===== config.mk =====
export PLATFORM = sky130hd
export DESIGN_NAME = apbRegs
export DESIGN_NICKNAME = d
export VERILOG_FILES = /design/src/common/nnPkg.sv /design/src/design/apbRegs.sv
export VERILOG_INCLUDE_DIRS = /design/src /design/src/common
export SDC_FILE = /design/constraint.sdc
export NUM_CORES = 2
export LEC_CHECK = 0
export ABC_AREA = 0
export BUFFER_PORTS_ARGS = -buffer_cell sky130_fd_sc_hd__buf_2
export CORE_AREA = 5 5 402 404
export DETAILED_ROUTE_END_ITERATION = 12
export DIE_AREA = 0 0 407 409
export GPL_ROUTABILITY_DRIVEN = 0
export PLACE_DENSITY = 0.56
export SKIP_CTS_REPAIR_TIMING = 1
export SLEW_MARGIN = 20
export SYNTH_ARGS = -nofsm -noshare
export SYNTH_HDL_FRONTEND = slang
export SYNTH_SLANG_ARGS = --single-unit

===== constraint.sdc =====
create_clock -name clk -period 2.55 [get_ports clk]
set_input_delay 0.255 -clock clk [delete_from_list [all_inputs] [get_ports clk]]
set_output_delay 0.255 -clock clk [all_outputs]
set_load 0.02 [all_outputs]

===== src/common/nn_consts.svh =====
`ifndef NN_CONSTS_SVH
`define NN_CONSTS_SVH

// layer geometry
`define NN_INPUTS 8
`define NN_HIDDEN 2

// single precision float fields
`define NN_EXP_W 8
`define NN_MANT_W 23
`define NN_EXP_BIAS 127
`define NN_FLOAT_MAX 32'h7F7F_FFFF

// APB register map
`define NN_ADDR_W 8
`define NN_ADDR_CTRL 8'h00
`define NN_ADDR_STATUS 8'h04
`define NN_ADDR_RESULT 8'h08
`define NN_ADDR_IN 8'h40
`define NN_ADDR_W0 8'h80
`define NN_ADDR_W1 8'hA0
`define NN_ADDR_WOUT 8'hC0
`define NN_ADDR_B0 8'hC8
`define NN_ADDR_B1 8'hCC
`define NN_ADDR_BOUT 8'hD0

`endif

===== src/common/nnPkg.sv =====
`include "nn_consts.svh"

package nnPkg;

	typedef struct packed
	{
		logic sign;
		logic [`NN_EXP_W-1:0] exp; // biased exponent
		logic [`NN_MANT_W-1:0] mant; // fraction without hidden one
	} floatT;

	typedef enum logic [1:0]
	{
		IDLE,
		MAC,
		BIAS,
		DONE
	} nodeStateT;

endpackage


===== src/design/apbRegs.sv =====
`timescale 1ns/100ps
`include "nn_consts.svh"

module apbRegs
(
	input logic clk,
	input logic rstN,
	input logic [`NN_ADDR_W-1:0] paddr,
	input logic psel,
	input logic penable,
	input logic pwrite,
	input logic [31:0] pwdata,
	output logic [31:0] prdata,
	output logic pready,
	output logic pslverr,
	output nnPkg::floatT act [`NN_INPUTS],
	output nnPkg::floatT weightH0 [`NN_INPUTS],
	output nnPkg::floatT weightH1 [`NN_INPUTS],
	output nnPkg::floatT weightOut [`NN_HIDDEN],
	output nnPkg::floatT biasH0,
	output nnPkg::floatT biasH1,
	output nnPkg::floatT biasOut,
	output logic startHidden,
	input logic outDone,
	input nnPkg::floatT outResult
);
	import nnPkg::*;

	localparam logic [`NN_ADDR_W-1:0] blockMask = 8'hE0; // 8-word blocks
	localparam logic [`NN_ADDR_W-1:0] pairMask = 8'hF8; // 2-word block

	logic [31:0] ctrlReg;
	logic busy;
	logic doneFlag;
	floatT resultReg;
	logic selCtrl;
	logic selStatus;
	logic selResult;
	logic selIn;
	logic selW0;
	logic selW1;
	logic selWout;
	logic selB0;
	logic selB1;
	logic selBout;
	logic mapHit;
	logic [31:0] rdData;
	logic wrEn;
	logic startReq;

	always_comb
	begin
		selCtrl = (paddr == `NN_ADDR_CTRL);
		selStatus = (paddr == `NN_ADDR_STATUS);
		selResult = (paddr == `NN_ADDR_RESULT);
		selIn = (paddr[1:0] == 2'b00) && ((paddr & blockMask) == `NN_ADDR_IN);
		selW0 = (paddr[1:0] == 2'b00) && ((paddr & blockMask) == `NN_ADDR_W0);
		selW1 = (paddr[1:0] == 2'b00) && ((paddr & blockMask) == `NN_ADDR_W1);
		selWout = (paddr[1:0] == 2'b00) && ((paddr & pairMask) == `NN_ADDR_WOUT);
		selB0 = (paddr == `NN_ADDR_B0);
		selB1 = (paddr == `NN_ADDR_B1);
		selBout = (paddr == `NN_ADDR_BOUT);
		mapHit = selCtrl | selStatus | selResult | selIn | selW0 | selW1 |
			selWout | selB0 | selB1 | selBout;

		rdData = '0;
		if (selCtrl)
			rdData = ctrlReg;
		else if (selStatus)
			rdData = {30'd0, doneFlag, busy};
		else if (selResult)
			rdData = resultReg;
		else if (selIn)
			rdData = act[paddr[4:2]];
		else if (selW0)
			rdData = weightH0[paddr[4:2]];
		else if (selW1)
			rdData = weightH1[paddr[4:2]];
		else if (selWout)
			rdData = weightOut[paddr[2]];
		else if (selB0)
			rdData = biasH0;
		else if (selB1)
			rdData = biasH1;
		else if (selBout)
			rdData = biasOut;
	end

	assign pready = 1'b1; // no wait states
	assign pslverr = psel && penable && !mapHit;
	assign prdata = (psel && !pwrite) ? rdData : 32'd0;

	assign wrEn = psel && penable && pwrite && mapHit;
	assign startReq = wrEn && selCtrl && pwdata[0] && !busy; // ignored while busy

	always_ff @(posedge clk or negedge rstN)
	begin
		if (!rstN)
		begin
			ctrlReg <= '0;
			for (int i = 0; i < `NN_INPUTS; i++)
			begin
				act[i] <= '0;
				weightH0[i] <= '0;
				weightH1[i] <= '0;
			end
			for (int i = 0; i < `NN_HIDDEN; i++)
				weightOut[i] <= '0;
			biasH0 <= '0;
			biasH1 <= '0;
			biasOut <= '0;
		end
		else if (wrEn)
		begin
			if (selCtrl)
				ctrlReg <= pwdata;
			else if (selIn)
				act[paddr[4:2]] <= pwdata;
			else if (selW0)
				weightH0[paddr[4:2]] <= pwdata;
			else if (selW1)
				weightH1[paddr[4:2]] <= pwdata;
			else if (selWout)
				weightOut[paddr[2]] <= pwdata;
			else if (selB0)
				biasH0 <= pwdata;
			else if (selB1)
				biasH1 <= pwdata;
			else if (selBout)
				biasOut <= pwdata;
		end
	end

	always_ff @(posedge clk or negedge rstN)
	begin
		if (!rstN)
		begin
			startHidden <= 1'b0;
			busy <= 1'b0;
			doneFlag <= 1'b0;
			resultReg <= '0;
		end
		else
		begin
			startHidden <= startReq;
			if (startReq)
			begin
				busy <= 1'b1;
				doneFlag <= 1'b0; // sticky until next start
			end
			else if (outDone)
			begin
				busy <= 1'b0;
				doneFlag <= 1'b1;
				resultReg <= outResult;
			end
		end
	end

endmodule


; ---- Word-level counts from Yosys, hierarchy flattened
; Cells that the tools add are included.
[totals]
reg_bits = 995
output_inout_bits = 963
wordCells = 190
in_bits = 78
[op_classes]
n_mux = 35
n_lt_le_gt_ge = 4
bitwise_logic = 19
reduce_logical = 29
eq_ne = 9
[ops]
columns = cell, n
row1 = 256-bit bitwise mux, 3
row2 = 32-bit two-way mux, 22
row3 = 32-bit binary-select mux with 3-bit select, 3
row4 = 32-bit demux with 3-bit select, 1
row5 = 64-bit bitwise mux, 1
row6 = 32-bit demux with 1-bit select, 1
row7 = 8-bit equality test (second input constant), 3
row8 = 1-bit logical AND, 14
row9 = 1-bit bitwise OR, 9
row10 = 9-bit AND reduction, 1
row11 = 8-bit by 3-bit equality test with 1-bit output (second input constant), 1
row12 = 8-bit by 4-bit equality test with 1-bit output (second input constant), 1
row13 = 8-bit logical NOT, 1
row14 = 1-bit NOT, 8
row15 = 8-bit AND reduction, 1
row16 = 7-bit AND reduction, 1
row17 = 3-bit equality test (second input constant), 2
row18 = 6-bit AND reduction, 1
row19 = 5-bit equality test (second input constant), 1
row20 = 5-bit AND reduction, 1
row21 = 4-bit greater-or-equal comparator (second input constant), 1
row22 = 4-bit by 1-bit < comparator with 1-bit output (second input constant), 1
row23 = 1-bit two-way mux, 4
row24 = 3-bit NOT with 4-bit output, 1
row25 = other kinds (10), 13

; ---- Longest topological paths before layout
[depth]
ltp_word = 16
depth_mapped = 10

; ---- Worst setup path after synthesis
; Ideal clock, no wire load.
[synth_path]
kind = in2out
from = input paddr[2]
to = output pslverr
path_slack_ns = -0.119
cell_stages = 8
required_ns = 2.295
n_path_buf = 6
arrival_ns = 2.414
path_cell_list = buf_6 -> buf_12 -> buf_4 -> buf_4 -> buf_4 -> buf_4 -> o211ai_1 -> a2111oi_0
[synth_via]
elab_chain_cells = 12
word_cells_on_any_way = 17
[synth_lines]
columns = element, line
row1 = from (decl), apbRegs.sv:8  ; input logic [`NN_ADDR_W-1:0] paddr,
row2 = 8-bit by 3-bit equality test with 1-bit output (no line) / 8-bit logical NOT (equally long branches), n/a
row3 = 1-bit bitwise OR (6 in a row), apbRegs.sv:63  ; mapHit = selCtrl | selStatus | selResult | selIn | selW0 | selW1 |
row4 = 1-bit bitwise OR (2 in a row), apbRegs.sv:64  ; selWout | selB0 | selB1 | selBout;
row5 = 1-bit bitwise OR (*), apbRegs.sv:64
row6 = 1-bit logical NOT (*), apbRegs.sv:90  ; assign pslverr = psel && penable && !mapHit;
row7 = 1-bit logical AND (*), apbRegs.sv:90
row8 = to (decl), apbRegs.sv:15  ; output logic pslverr,
; Mark *: on every way between the ends. The rest lies on a longest branch, timed or not.

; ---- Worst setup path after layout
[layout_path]
from = register weightH0[228] in the netlist's numbering
to = output prdata[4]
[layout_via]
elab_chain_cells = 9
[layout_lines]
columns = element, line
row1 = from (decl), apbRegs.sv:17  ; output nnPkg::floatT weightH0 [`NN_INPUTS],
row2 = "from (signal, indexed assignment)", apbRegs.sv:120  ; weightH0[paddr[4:2]] <= pwdata;
row3 = 32-bit binary-select mux with 3-bit select, apbRegs.sv:76  ; rdData = weightH0[paddr[4:2]];
row4 = 32-bit two-way mux (implied by the code) (2 in a row), apbRegs.sv:76
row5 = 32-bit two-way mux, apbRegs.sv:75  ; else if (selW0)
row6 = 32-bit two-way mux, apbRegs.sv:73  ; else if (selIn)
row7 = 32-bit two-way mux, apbRegs.sv:71  ; else if (selResult)
row8 = 32-bit two-way mux, apbRegs.sv:69  ; else if (selStatus)
row9 = 32-bit two-way mux, apbRegs.sv:67  ; if (selCtrl)
row10 = 32-bit two-way mux, apbRegs.sv:91  ; assign prdata = (psel && !pwrite) ? rdData : 32'd0;
row11 = to (decl), apbRegs.sv:13  ; output logic [31:0] prdata,
; No other way between the ends. The select of a mux whose other input is x is not followed.

==> impl_metrics.yaml <==
setup_path:
  critPathSlowestCell: "or4_4"
  worstSetupStartpointType: "register"
  cp.required_ns: 2.30
  crit_fanout: 3
  crit_type: "reg2out"
  crit_path_cell_trace: "mux4_2, o311ai_0, or4_4, o211ai_1, buf_4"
  cpPeakStageDelay_ns: 0.48
  end_kind: "primary output"
  critPathArrivalTime_ns: 2.89
sta:
  worstMarginPinSlew_ns: 0.960
  min_period_over_period: 1.23
  finalSetupViolations: 32
  finClkSkew_ns: 0.0430
  min_period_ns: 3.14
  hold_viol: 0
  drv_slew: 0
  rsz0062_at_grt: "true"
  fmax_mhz: 318
  slew_headroom: 0.360
  hold_slack_ns: 0.0735
  setup_slack_ns: -0.592
clocking:
  cts_tree: "yes"
  clockRootBuffer: "clkbuf_16"
  htreeDepth: 3
  insertion_delay_ns: 0.75
  clock-sinks: 995
  cts_buffers: 113
  clockBufferDepth: 3
  clkSlewWorstSetupHoldPaths_ns: 0.06
logic_synthesis:
  yosysSeqAreaShare: 0.542
  synth-compound-area-share: 0.0403
  netlist_area_sq_um: 45900
  synth.distinct_cells: 63
  synthMuxAreaShare: 0.355
  synthCells: 3064
  synth_top_family_by_area: "multiplexers"
  synth_nets: 3142
  synth-xor-area-share: 0.000191
  synth_ff_type: "dfrtp_1"
  synth_fa_ha_area_frac: 0
  synth_edf_count: 0
  syn_area_per_cell_sq_um: 15.0
  async_flop_share: 1.00
  synthSimpleGateAreaFrac: 0.0269
  ys_ff_latch: 995
  synth.yosys.warnings: 0
die:
  ios: 1041
  initial_core_util: 0.292
  die_area_sq_um: 166000
  num_rows: 146
  core_area_sq_um: 157000
  die_height_um: 409
  die_x_um: 407
final_layout:
  drive_gt1_frac: 0.667
  fin_nets: 4468
  multiInputGateArea_sq_um: 20200
  area_delta_synth_final_pct: 34.8
  seq_area_sq_um: 24900
  fillers: 15100
routing:
  drtIter0Drc: 2909
  totalWireLength_mm: 227
  wl_per_cell_um: 34.6
  drc: 0
  via_per_inst: 5.33
  drtPass1Iterations: 5
  detail-route-antenna-nets: 0
  vias: 35000
power:
  p_leak_nw: 32.5
  p_total_mw: 36.1
  pwr_density_cell_nw_per_um2: 584
  ir_drop_mv: 0.543
global_routing:
  grt_pass1_wl_mm: 308
  grtUsageTotal: 0.264
  antenna_found_initial: 34
  grt_max_degree: 72
  grt_pass1_vias: 35700
  grt_remaining_overflow: 0
worst_hold_path:
  hp-class: "in2reg"
run_status:
  status: "complete, but fails checks"
  violations: "negative setup slack"
placed_design:
  hpwl_mm: 172
  port_buffers: 1039
flow_run:
  max-cap-violations: 0
-- area by class of cell --
cell class	instances	share of cell area
diodes	10	0.000404
clock buffers	167	0.0534
clock inverters	38	0.00732
inverters	6	0.000384
multi-input cells	1760	0.327
flip-flops and latches	995	0.402
well taps	2072	0.0419
repair buffers	1514	0.167
-- layer usage --
| layer | part of all wire | track usage | vias to the layer above |
|---|---|---|---|
| met1 | 0.39 | 0.326 | 18800 |
| met5 | 0.00072 | 0 | - |
| met2 | 0.49 | 0.442 | 1585 |
| met4 | 0.044 | 0.103 | 24 |
| met3 | 0.081 | 0.0712 | 391 |
| li1 | - | - | 14200 |
-- power breakdown --
| group | internal (mW) | switching, mW | total (mW) |
|---|---|---|---|
| clock | 9.58 | 7.14 | 16.7 |
| sequential | 16.1 | 0.241 | 16.3 |
| combinational | 1.10 | 2.00 | 3.09 |
| total | 26.7 | 9.38 | 36.1 |
-- critical path: cells and delay by family (launching register included) --
kind	cells	cell delay (ns)
flip-flops	1	0.42
AND/OR/NAND/NOR	1	0.48
multiplexers	1	0.41
buffers and inverters	1	0.24
AO/OA/AOI/OAI	2	0.60
-- synthesized netlist by cell type (all sizes together), types with 24 or more instances --
cell type	instances	area (sq um)
a21oi	26	130
a221o	24	240
a22oi	41	308
buf	174	1110
clkbuf	129	484
dfrtp	995	24900
mux2	1043	11700
mux4	192	4330
nand2	114	440
nor2	47	216
o21ai	53	265
o221ai	28	245
-- registers in the layout, summed over array words and instances, names as in the netlist --
name / flops
biasOut: 32
weightH1: 256
resultReg: 32
startHidden: 1
busy: 1
biasH1: 32
weightOut: 64
weightH0: 256
ctrlReg: 32
doneFlag: 1
act: 256
biasH0: 32
-- stage by stage --
stage | util | cell area (sq um) | worst slack, ns | std cells | setup TNS (ns)
after floorplan | - | 45900 | 0.0840 | 3064 | 0
after global placement | 0.358 | 56400 | -0.794 | 6228 | -12.96
after detailed placement | 0.358 | 56400 | -0.729 | 6228 | -12.36
after CTS | 0.382 | 60100 | -1.02 | 6433 | -19.36
after global routing | 0.393 | 61900 | -0.671 | 6555 | -12.52
final | 0.393 | 61900 | -0.592 | 6562 | -9.88
-- layout by cell type, fill, tap and decap left out, drive strengths merged, types with 24 or more instances in the layout --
| cell type | n |
|---|---|
| mux2 | 1043 |
| a21oi | 26 |
| clkinv | 27 |
| mux4 | 192 |
| dfrtp | 995 |
| a221o | 24 |
| clkbuf | 167 |
| o21ai | 53 |
| nor2 | 47 |
| a22oi | 41 |
| o221ai | 28 |
| buf | 1480 |
| nand2 | 114 |
| dlygate4sd3 | 34 |
-- logic make-up after synthesis --
family                 after synthesis
flip-flops                         995
other                                1
AO/OA/AOI/OAI                      257
XOR/XNOR                             1
buffers and inverters              309
multiplexers                      1256
AND/OR/NAND/NOR                    245
-- path summary, 6_finish.rpt --
kind / startpoint / end / slack [ns] / cells past startpoint
worst min register to register: ctrlReg[23] / ctrlReg[23] / 0.50 / 1
worst max register to register: busy / resultReg[21] / 1.02 / 5
min in group asynchronous: rstN / weightH1[58] / 0.18 / 2
max in group asynchronous: rstN / act[127] / 1.36 / 3
worst min-delay path: pwdata[0] / startHidden / 0.07 / 4
worst max-delay path: weightH0[228] / prdata[4] / -0.59 / 5
Note: power is estimated with default switching activity, not from simulation.
