`config.mk`:
```
export PLATFORM = sky130hd
export DESIGN_NAME = neuronNode
export DESIGN_NICKNAME = d
export VERILOG_FILES = /design/src/common/nnPkg.sv /design/src/neuron/neuronNode.sv /design/src/design/fpAdd.sv /design/src/design/fpMul.sv
export VERILOG_INCLUDE_DIRS = /design/src /design/src/common
export SDC_FILE = /design/constraint.sdc
export NUM_CORES = 2
export LEC_CHECK = 0
export BUFFER_PORTS_ARGS = -buffer_cell sky130_fd_sc_hd__buf_2
export CAP_MARGIN = 20
export CORE_MARGIN = 5
export CORE_UTILIZATION = 59
export CTS_BUF_LIST = sky130_fd_sc_hd__clkbuf_8
export CTS_CLUSTER_SIZE = 30
export DETAILED_ROUTE_END_ITERATION = 12
export GPL_TIMING_DRIVEN = 0
export MAX_ROUTING_LAYER = met4
export PLACE_DENSITY = 0.89
export SYNTH_ARGS = -nofsm -noshare
export SYNTH_HDL_FRONTEND = slang
export SYNTH_SLANG_ARGS = --single-unit
```
`constraint.sdc`:
```
create_clock -name clk -period 30 [get_ports clk]
set_input_delay 9 -clock clk [delete_from_list [all_inputs] [get_ports clk]]
set_output_delay 9 -clock clk [all_outputs]
set_load 0.02 [all_outputs]
```
`src/common/nn_consts.svh`:
```
`ifndef NN_CONSTS_SVH
`define NN_CONSTS_SVH

// layer geometry
`define NN_INPUTS 8
`define NN_HIDDEN 2

// single precision float fields
`define NN_EXP_W 8
`define NN_MANT_W 23
`define NN_EXP_BIAS 127
`define NN_FLOAT_MAX 32'h7F7F_FFFF

// APB register map
`define NN_ADDR_W 8
`define NN_ADDR_CTRL 8'h00
`define NN_ADDR_STATUS 8'h04
`define NN_ADDR_RESULT 8'h08
`define NN_ADDR_IN 8'h40
`define NN_ADDR_W0 8'h80
`define NN_ADDR_W1 8'hA0
`define NN_ADDR_WOUT 8'hC0
`define NN_ADDR_B0 8'hC8
`define NN_ADDR_B1 8'hCC
`define NN_ADDR_BOUT 8'hD0

`endif
```
`src/common/nnPkg.sv`:
```
`include "nn_consts.svh"

package nnPkg;

	typedef struct packed
	{
		logic sign;
		logic [`NN_EXP_W-1:0] exp; // biased exponent
		logic [`NN_MANT_W-1:0] mant; // fraction without hidden one
	} floatT;

	typedef enum logic [1:0]
	{
		IDLE,
		MAC,
		BIAS,
		DONE
	} nodeStateT;

endpackage

```
`src/neuron/neuronNode.sv`:
```
`timescale 1ns/100ps

module neuronNode
#(
	parameter int NUM_IN = 8
)
(
	input logic clk,
	input logic rstN,
	input logic start,
	input nnPkg::floatT act [NUM_IN],
	input nnPkg::floatT weight [NUM_IN],
	input nnPkg::floatT bias,
	output nnPkg::floatT result,
	output logic done
);
	import nnPkg::*;

	localparam int idxW = (NUM_IN > 1) ? $clog2(NUM_IN) : 1;
	localparam logic [idxW-1:0] lastIdx = idxW'(NUM_IN - 1);

	nodeStateT state;
	logic [idxW-1:0] idx;
	floatT acc;
	floatT product;
	floatT addIn;
	floatT sum;

	fpMul macMul
	(
		.a(act[idx]),
		.b(weight[idx]),
		.p(product)
	);

	// the adder takes the bias in place of a product in the last step
	assign addIn = (state == BIAS) ? bias : product;

	fpAdd macAdd
	(
		.a(acc),
		.b(addIn),
		.s(sum)
	);

	always_ff @(posedge clk or negedge rstN)
	begin
		if (!rstN)
		begin
			state <= IDLE;
			idx <= '0;
		end
		else
		begin
			case (state)
				IDLE:
				begin
					if (start)
					begin
						state <= MAC;
						idx <= '0;
					end
				end
				MAC:
				begin
					idx <= idx + 1'b1;
					if (idx == lastIdx)
						state <= BIAS;
				end
				BIAS:
					state <= DONE;
				default:
					state <= IDLE;
			endcase
		end
	end

	always_ff @(posedge clk)
	begin
		if (state == IDLE && start)
			acc <= '0;
		else if (state == MAC)
			acc <= sum; // one product per cycle

		if (state == BIAS)
		begin
			if (sum.sign)
				result <= '0; // relu
			else
				result <= sum;
		end
	end

	assign done = (state == DONE);

endmodule

```
`src/design/fpAdd.sv`:
```
`timescale 1ns/100ps
`include "nn_consts.svh"

module fpAdd
(
	input nnPkg::floatT a,
	input nnPkg::floatT b,
	output nnPkg::floatT s
);
	import nnPkg::*;

	localparam floatT floatMax = `NN_FLOAT_MAX;

	floatT opBig;
	floatT opSmall;
	logic [7:0] expDiff;
	logic [23:0] bigMant;
	logic [23:0] smallMant;
	logic [24:0] mantSum;
	logic [4:0] lzCount;
	logic lzFound;
	logic [23:0] mantNorm;
	logic signed [9:0] expNorm;

	// order by magnitude and align
	always_comb
	begin
		if ({a.exp, a.mant} >= {b.exp, b.mant})
		begin
			opBig = a;
			opSmall = b;
		end
		else
		begin
			opBig = b;
			opSmall = a;
		end

		expDiff = opBig.exp - opSmall.exp;
		bigMant = (opBig.exp == '0) ? 24'd0 : {1'b1, opBig.mant};
		smallMant = (opSmall.exp == '0) ? 24'd0 : ({1'b1, opSmall.mant} >> expDiff);

		if (opBig.sign == opSmall.sign)
			mantSum = {1'b0, bigMant} + {1'b0, smallMant};
		else
			mantSum = {1'b0, bigMant} - {1'b0, smallMant}; // never negative after ordering
	end

	// normalize and pack
	always_comb
	begin
		lzCount = '0;
		lzFound = 1'b0;
		for (int i = 23; i >= 0; i--)
		begin
			if (!lzFound && mantSum[i])
			begin
				lzFound = 1'b1;
				lzCount = 5'(23 - i);
			end
		end

		if (mantSum[24])
		begin
			mantNorm = mantSum[24:1]; // carry out drops the low bit
			expNorm = $signed({2'b00, opBig.exp}) + 10'sd1;
		end
		else
		begin
			mantNorm = mantSum[23:0] << lzCount;
			expNorm = $signed({2'b00, opBig.exp}) - $signed({5'b00000, lzCount});
		end

		if (mantSum == '0)
		begin
			s = '0; // exact cancellation is +0
		end
		else if (expNorm <= 0)
		begin
			s = '0;
		end
		else if (expNorm >= 255)
		begin
			s.sign = opBig.sign;
			s.exp = floatMax.exp;
			s.mant = floatMax.mant;
		end
		else
		begin
			s.sign = opBig.sign;
			s.exp = expNorm[7:0];
			s.mant = mantNorm[22:0];
		end
	end

endmodule

```
`src/design/fpMul.sv`:
```
`timescale 1ns/100ps
`include "nn_consts.svh"

module fpMul
(
	input nnPkg::floatT a,
	input nnPkg::floatT b,
	output nnPkg::floatT p
);
	import nnPkg::*;

	localparam floatT floatMax = `NN_FLOAT_MAX;
	localparam logic signed [9:0] expBias = `NN_EXP_BIAS;

	logic sign;
	logic [47:0] prod;
	logic signed [9:0] expSum;
	logic signed [9:0] expNorm;
	logic [22:0] mantNorm;

	always_comb
	begin
		sign = a.sign ^ b.sign;
		prod = {1'b1, a.mant} * {1'b1, b.mant};
		expSum = $signed({2'b00, a.exp}) + $signed({2'b00, b.exp}) - expBias;

		// product of two 1.x values is below 4, so one place is enough
		if (prod[47])
		begin
			expNorm = expSum + 10'sd1;
			mantNorm = prod[46:24];
		end
		else
		begin
			expNorm = expSum;
			mantNorm = prod[45:23];
		end

		if (a.exp == '0 || b.exp == '0)
		begin
			p = '0; // zero or subnormal operand
		end
		else if (expNorm <= 0)
		begin
			p = '0; // underflow flushes
		end
		else if (expNorm >= 255)
		begin
			p.sign = sign;
			p.exp = floatMax.exp;
			p.mant = floatMax.mant;
		end
		else
		begin
			p.sign = sign;
			p.exp = expNorm[7:0];
			p.mant = mantNorm;
		end
	end

endmodule

```
Yosys cells after proc, flatten, opt, wreduce, memory -nomap -nowiden
Cells that the tools add are included.
Storage, ports and cells
  bits in registers: 69
  bits in latches: 0
  bits in writable memories: 0
  bits in read-only memories: 0
  word-level logic and storage cells: 165
  memories: 0
Operators by class
  $add $sub $neg: 9
  multipliers: 1
  div/mod/pow operators: 0
  $lt $le $gt $ge: 6
  eq/ne operators: 7
  shifts and indexed selects: 2
  mux-type cells: 73
  bitwise gates (word level): 2
  reductions and logical operators: 57
Operators with widths (count)
  $mux W32: 11
  $bmux W32 S3: 2
  $mux W31: 2
  $mul A24 B24 Y48: 1
  $mux W24: 2
  $mux W23: 2
  $mux W5: 8
  $logic_not A8 Y1: 4
  $mux W4: 8
  $ge A31 B31 Y1: 1
  $add A24 B24 Y25: 1
  $logic_not A25 Y1: 1
  $mux W25: 1
  $sub A24 B24 Y25: 1
  $logic_and A1 B1 Y1: 24
  $mux W1: 24
  $shl A24 B5 Y23: 1
  $shr A24 B8 Y24: 1
  $logic_not A1 Y1: 23
  $ge A10 B9 Y1 const B: 2
  $le A10 B1 Y1 const B: 2
  $mux W10: 2
  $mux W3: 5
  $add A10 B2 Y10 const B: 1
  21 further kinds: 27

Longest topological paths before layout
  depth after elaboration: 96
  depth in mapped cells: 103

Modules after synthesis
From an unflattened synthesis, not the netlist that was laid out.
Unflattened totals
  cells, all modules: 4101
  area, all modules: 35766.8 µm²
Modules (own cells, without submodules)
  fpMul: times used 1, cells each 2312, area an instance 19957.9 µm²
  fpAdd: times used 1, cells each 1325, area an instance 9024.9 µm²
  neuronNode: times used 1, cells each 464, area an instance 6784.0 µm²

Worst setup path before layout
No wires, ideal clock.
  path kind: input -> register
  start: input port act[15] (netlist bit)
  end: register result[23] (netlist bit) (data pin)
  library setup time: 0.268 ns
  data arrival time: 28.962 ns
  required time: 29.732 ns
  slack: 0.770 ns
  cell stages on the path: 86
  buffers on the path: 15
  cell sequence: mux4_2 > mux2i_1 > inv_1 > clkbuf_1 > nand2_1 > fa_1 > fa_1 > fa_1 > inv_1 > fa_1 > fa_1 > fa_1 > inv_1 > fa_1 > inv_1 > ha_1 > clkbuf_1 > a21oi_1 > [50 not listed] > a21o_1 > and2_1 > nor4_1 > clkinv_1 > clkbuf_1 > buf_1 > ha_1 > a21o_1 > a21oi_1 > xor2_1 > nand2_1 > nor4_1 > nand4_1 > a21o_1 > a211o_1 > nand3_1 > clkbuf_1 > nor3_1
On the way
  longest elaborated chain between the ends: 93
RTL lines
  start: declaration: RTL line neuronNode.sv:11  | input nnPkg::floatT act [NUM_IN],
  $bmux W32 S3 (*): RTL line neuronNode.sv:31  | .a(act[idx]),
  $mux W32 (not written as such) (*) (2 in series): RTL line neuronNode.sv:31
  $mul A24 B24 Y48 (*): RTL line fpMul.sv:24  | prod = {1'b1, a.mant} * {1'b1, b.mant};
  $mux W10: RTL line fpMul.sv:28  | if (prod[47])
  $ge A10 B9 Y1: RTL line fpMul.sv:47  | else if (expNorm >= 255)
  $mux W31: RTL line fpMul.sv:47
  $mux W32 (*): RTL line fpMul.sv:43  | else if (expNorm <= 0)
  $mux W32 (*): RTL line fpMul.sv:39  | if (a.exp == '0 || b.exp == '0)
  [76 not listed]
  $logic_and A1 B1 Y1: RTL line fpAdd.sv:56  | if (!lzFound && mantSum[i])
  $mux W5: RTL line fpAdd.sv:56
  $sub A8 B5 Y9: RTL line fpAdd.sv:71  | expNorm = $signed({2'b00, opBig.exp}) - $signed({5'b00000, lzCount});
  $mux W10: RTL line fpAdd.sv:63  | if (mantSum[24])
  $ge A10 B9 Y1: RTL line fpAdd.sv:82  | else if (expNorm >= 255)
  $mux W31: RTL line fpAdd.sv:82
  $mux W32: RTL line fpAdd.sv:78  | else if (expNorm <= 0)
  $mux W32 (*): RTL line fpAdd.sv:74  | if (mantSum == '0)
  end signal: assignment: RTL line neuronNode.sv:90  | result <= sum;
  end: declaration: RTL line neuronNode.sv:14  | output nnPkg::floatT result,
Every way passes the cells marked *; elsewhere a longest branch is shown, timed or not. The select of a mux whose other input is x is not followed.
A chain may end at the register's enable or synchronous reset.

Worst setup path after layout
  start: input port weight[146] (netlist bit)
  end: register acc[16] (netlist bit)
On the way
  longest elaborated chain between the ends: 93
RTL lines
  start: declaration: RTL line neuronNode.sv:12  | input nnPkg::floatT weight [NUM_IN],
  $bmux W32 S3 (*): RTL line neuronNode.sv:32  | .b(weight[idx]),
  $mux W32 (not written as such) (*) (2 in series): RTL line neuronNode.sv:32
  $mul A24 B24 Y48 (*): RTL line fpMul.sv:24
  $mux W10: RTL line fpMul.sv:28
  $ge A10 B9 Y1: RTL line fpMul.sv:47
  $mux W31: RTL line fpMul.sv:47
  $mux W32 (*): RTL line fpMul.sv:43
  $mux W32 (*): RTL line fpMul.sv:39
  [76 not listed]
  $logic_and A1 B1 Y1: RTL line fpAdd.sv:56
  $mux W5: RTL line fpAdd.sv:56
  $sub A8 B5 Y9: RTL line fpAdd.sv:71
  $mux W10: RTL line fpAdd.sv:63
  $ge A10 B9 Y1: RTL line fpAdd.sv:82
  $mux W31: RTL line fpAdd.sv:82
  $mux W32: RTL line fpAdd.sv:78
  $mux W32 (*): RTL line fpAdd.sv:74
  end signal: assignment: RTL line neuronNode.sv:83  | acc <= sum;
  end: declaration: RTL line neuronNode.sv:24  | floatT acc;
Marks and branches as above.

==> impl_metrics.py <==
metrics = {
    "status": {
        "status": "finished with violations",
        "violations": "DRC",
    },
    "yosys": {
        "ys.warnings.count": 0,
        "synth_async_sr_flop_share": 0.0735,
        "synth.distinct_cells": 123,
        "synth.cells.most_frequent": "636 x inv_1, 534 x nand2_1, 484 x fa_1",
        "yosys.area.top_type": "fa_1",
        "synth.most_common_cell": "inv_1",
        "syn_area_um2": 34500,
        "synth_top_area_frac": 0.281,
        "synth_edf_count": 31,
        "seq_area_frac_synth": 0.0492,
        "synth_flop_cell": "dfxtp_1",
        "synth_nets": 5432,
        "syn_area_per_cell_um2": 8.31,
        "ys_ff_latch": 68,
        "synth_area_leaders": "fa_1 28%, ha_1 9.1%, mux4_2 8.4%, inv_1 6.9%, nand2_1 5.8%",
        "synthCells": 4151,
    },
    "worst_setup_path": {
        "slowest_delay_ps": 640,
        "endpoint_kind": "flip-flop",
        "crit_fanout": 11,
        "cpMostUsedCell": "fa_1",
        "cp.arrival_ps": 29800,
        "crit_path_start_kind": "primary input",
        "critPathRequiredTime_ps": 30260,
        "crit_type": "in2reg",
        "slowest_stage": "mux4_2",
    },
    "sta": {
        "report.final.slew_viol_count": 0,
        "tns_ps": 0,
        "hold_violations": 0,
        "tightest_slew_ps": 1230,
        "clock_skew_ps": 11.5,
        "hold_ws_ps": 533,
        "period_minus_slack_ps": 29540,
        "setup_viol": 0,
        "max-slew-margin-rel": 0.178,
        "setup_ws_ps": 458,
        "finalCritPeriodShare": 0.985,
        "fmax_ghz": 0.0338,
    },
    "placement": {
        "io_buffers": 578,
        "gp_congestion": 1.17,
        "dp_hpwl_mm": 145,
        "place_ws_ps": -4590,
        "dpl-instance-area_um2": 38500,
    },
    "floorplanning": {
        "core-area_um2": 57800,
        "initial_core_util": 0.597,
        "ioPinCount": 580,
        "die_w_um": 252,
        "die_area_um2": 63400,
        "die_y_um": 252,
        "rows": 88,
    },
    "job": {
        "drv_cap": 0,
    },
    "cells_and_area": {
        "final_layout_size_suffix_gt1_frac": 0.242,
        "fin_area_um2": 40400,
        "syn_to_final_growth_pct": 17.0,
        "nNetsFinal": 6079,
    },
    "global_route": {
        "grt_max_degree": 35,
        "overflow": 0,
        "grt_pass1_wl_mm": 241,
        "grt_pass1_vias": 36946,
        "grt_antenna_before_repair": 49,
        "grtUsageTotal": 0.532,
    },
    "worst_hold_path": {
        "hp-class": "reg2reg",
    },
    "drt": {
        "drcViolationCount": 8,
        "drtPass1Iterations": 12,
        "drtAntennaViolNets": 0,
        "drt-initial-drc-count": 4930,
        "vias": 37209,
        "wl_mm": 169,
        "routed_via_density": 6.62,
        "routedWlPerCell_um": 30.0,
    },
    "clock_tree": {
        "clkLatencyLatePin_ps": 370,
        "htreeDepth": 3,
        "cts_root_buf": "clkbuf_8",
        "cts_tree": "yes",
        "cts_made_buffers": 9,
        "clock-sinks": 68,
        "cts_buffer_depth": 2,
        "clk_pin_slew_ps": 80,
        "hold_buffers": 0,
    },
}
## final cells by class
cell class	count	area [µm²]
multi-input combinational	3207	30200
fill	4704	17400
timing repair buffer	652	3590
inverter	651	2480
sequential	68	1700
buffer	209	1080
tap	765	957
antenna	52	130
clock buffer	9	124
clock inverter	7	82.6
## repair_timing
action	in CTS	in global routing
setup buffers	20	37
gates resized for setup	181	139
endpoints found under the setup margin	63	63
pin swaps	7	26
## per-stage QoR
step                cells  utilization
detailed placement   5508        0.666
CTS                  5538        0.683
global placement     5494        0.664
floorplan            4151            -
global route         5616        0.698
finish               5620        0.699
## per-layer routing
metal | vias up | wire length [µm] | GRT usage
li1 | 15434 | - | -
met1 | 17704 | 53700 | 0.577
met2 | 3155 | 70000 | 0.754
met3 | 916 | 27400 | 0.249
met4 | 0 | 17600 | 0.408
met5 | - | 0 | -
## kinds of logic after synthesis
group,Yosys count,synth area share
adder cells (fa/ha/maj),734,0.371
XOR/XNOR,92,0.0260
AO/OA/AOI/OAI,768,0.156
multiplexers,251,0.121
buffers and inverters,876,0.0988
flip-flops,68,0.0492
AND/OR/NAND/NOR,1361,0.177
other,1,0.000109
## critical path, delay by kind of cell
kind            cells  cell delay (ps)
mux                 2             1000
xor+xnor            1              270
fa+ha+maj          12             5170
simple gates       17             3080
buf+inv            18             3950
compound gates     30             7260
## path summary, 6_finish.rpt
check	cells past startpoint	endpoint	from	slack [ps]
min in group asynchronous	1	state[0]	rstN	8430
max	80	acc[16]	weight[146]	460
max in group asynchronous	1	state[1]	rstN	21430
max reg2reg	89	acc[16]	idx[0]	5010
min reg2reg	2	acc[30]	acc[30]	530
min	2	acc[30]	acc[30]	530
## state kept, by name, summed over array words and instances (netlist names)
signal and count:
state 2, idx 3, acc 32, result 31
## placed cells by master, fill, tap and decap left out, types with 30 or more instances in the layout
cell type,instances
edfxtp_1,31
a21o_1,47
mux2_2,44
nand2_1,531
ha_1,238
inv_1,623
nand3_1,54
buf_2,606
a22o_1,32
mux2i_1,54
a21oi_1,171
nor3_1,61
and2_1,39
xnor2_1,49
dfxtp_1,32
o21ai_0,118
and3_1,34
mux4_2,129
buf_4,79
nor2_1,436
fa_1,482
clkbuf_2,34
clkbuf_1,88
a211oi_1,50
xor2_1,30
nand4_1,33
diode_2,52
Power is not shown: default switching activity piles up to over one toggle a cycle in this logic, so the estimate is an artifact.
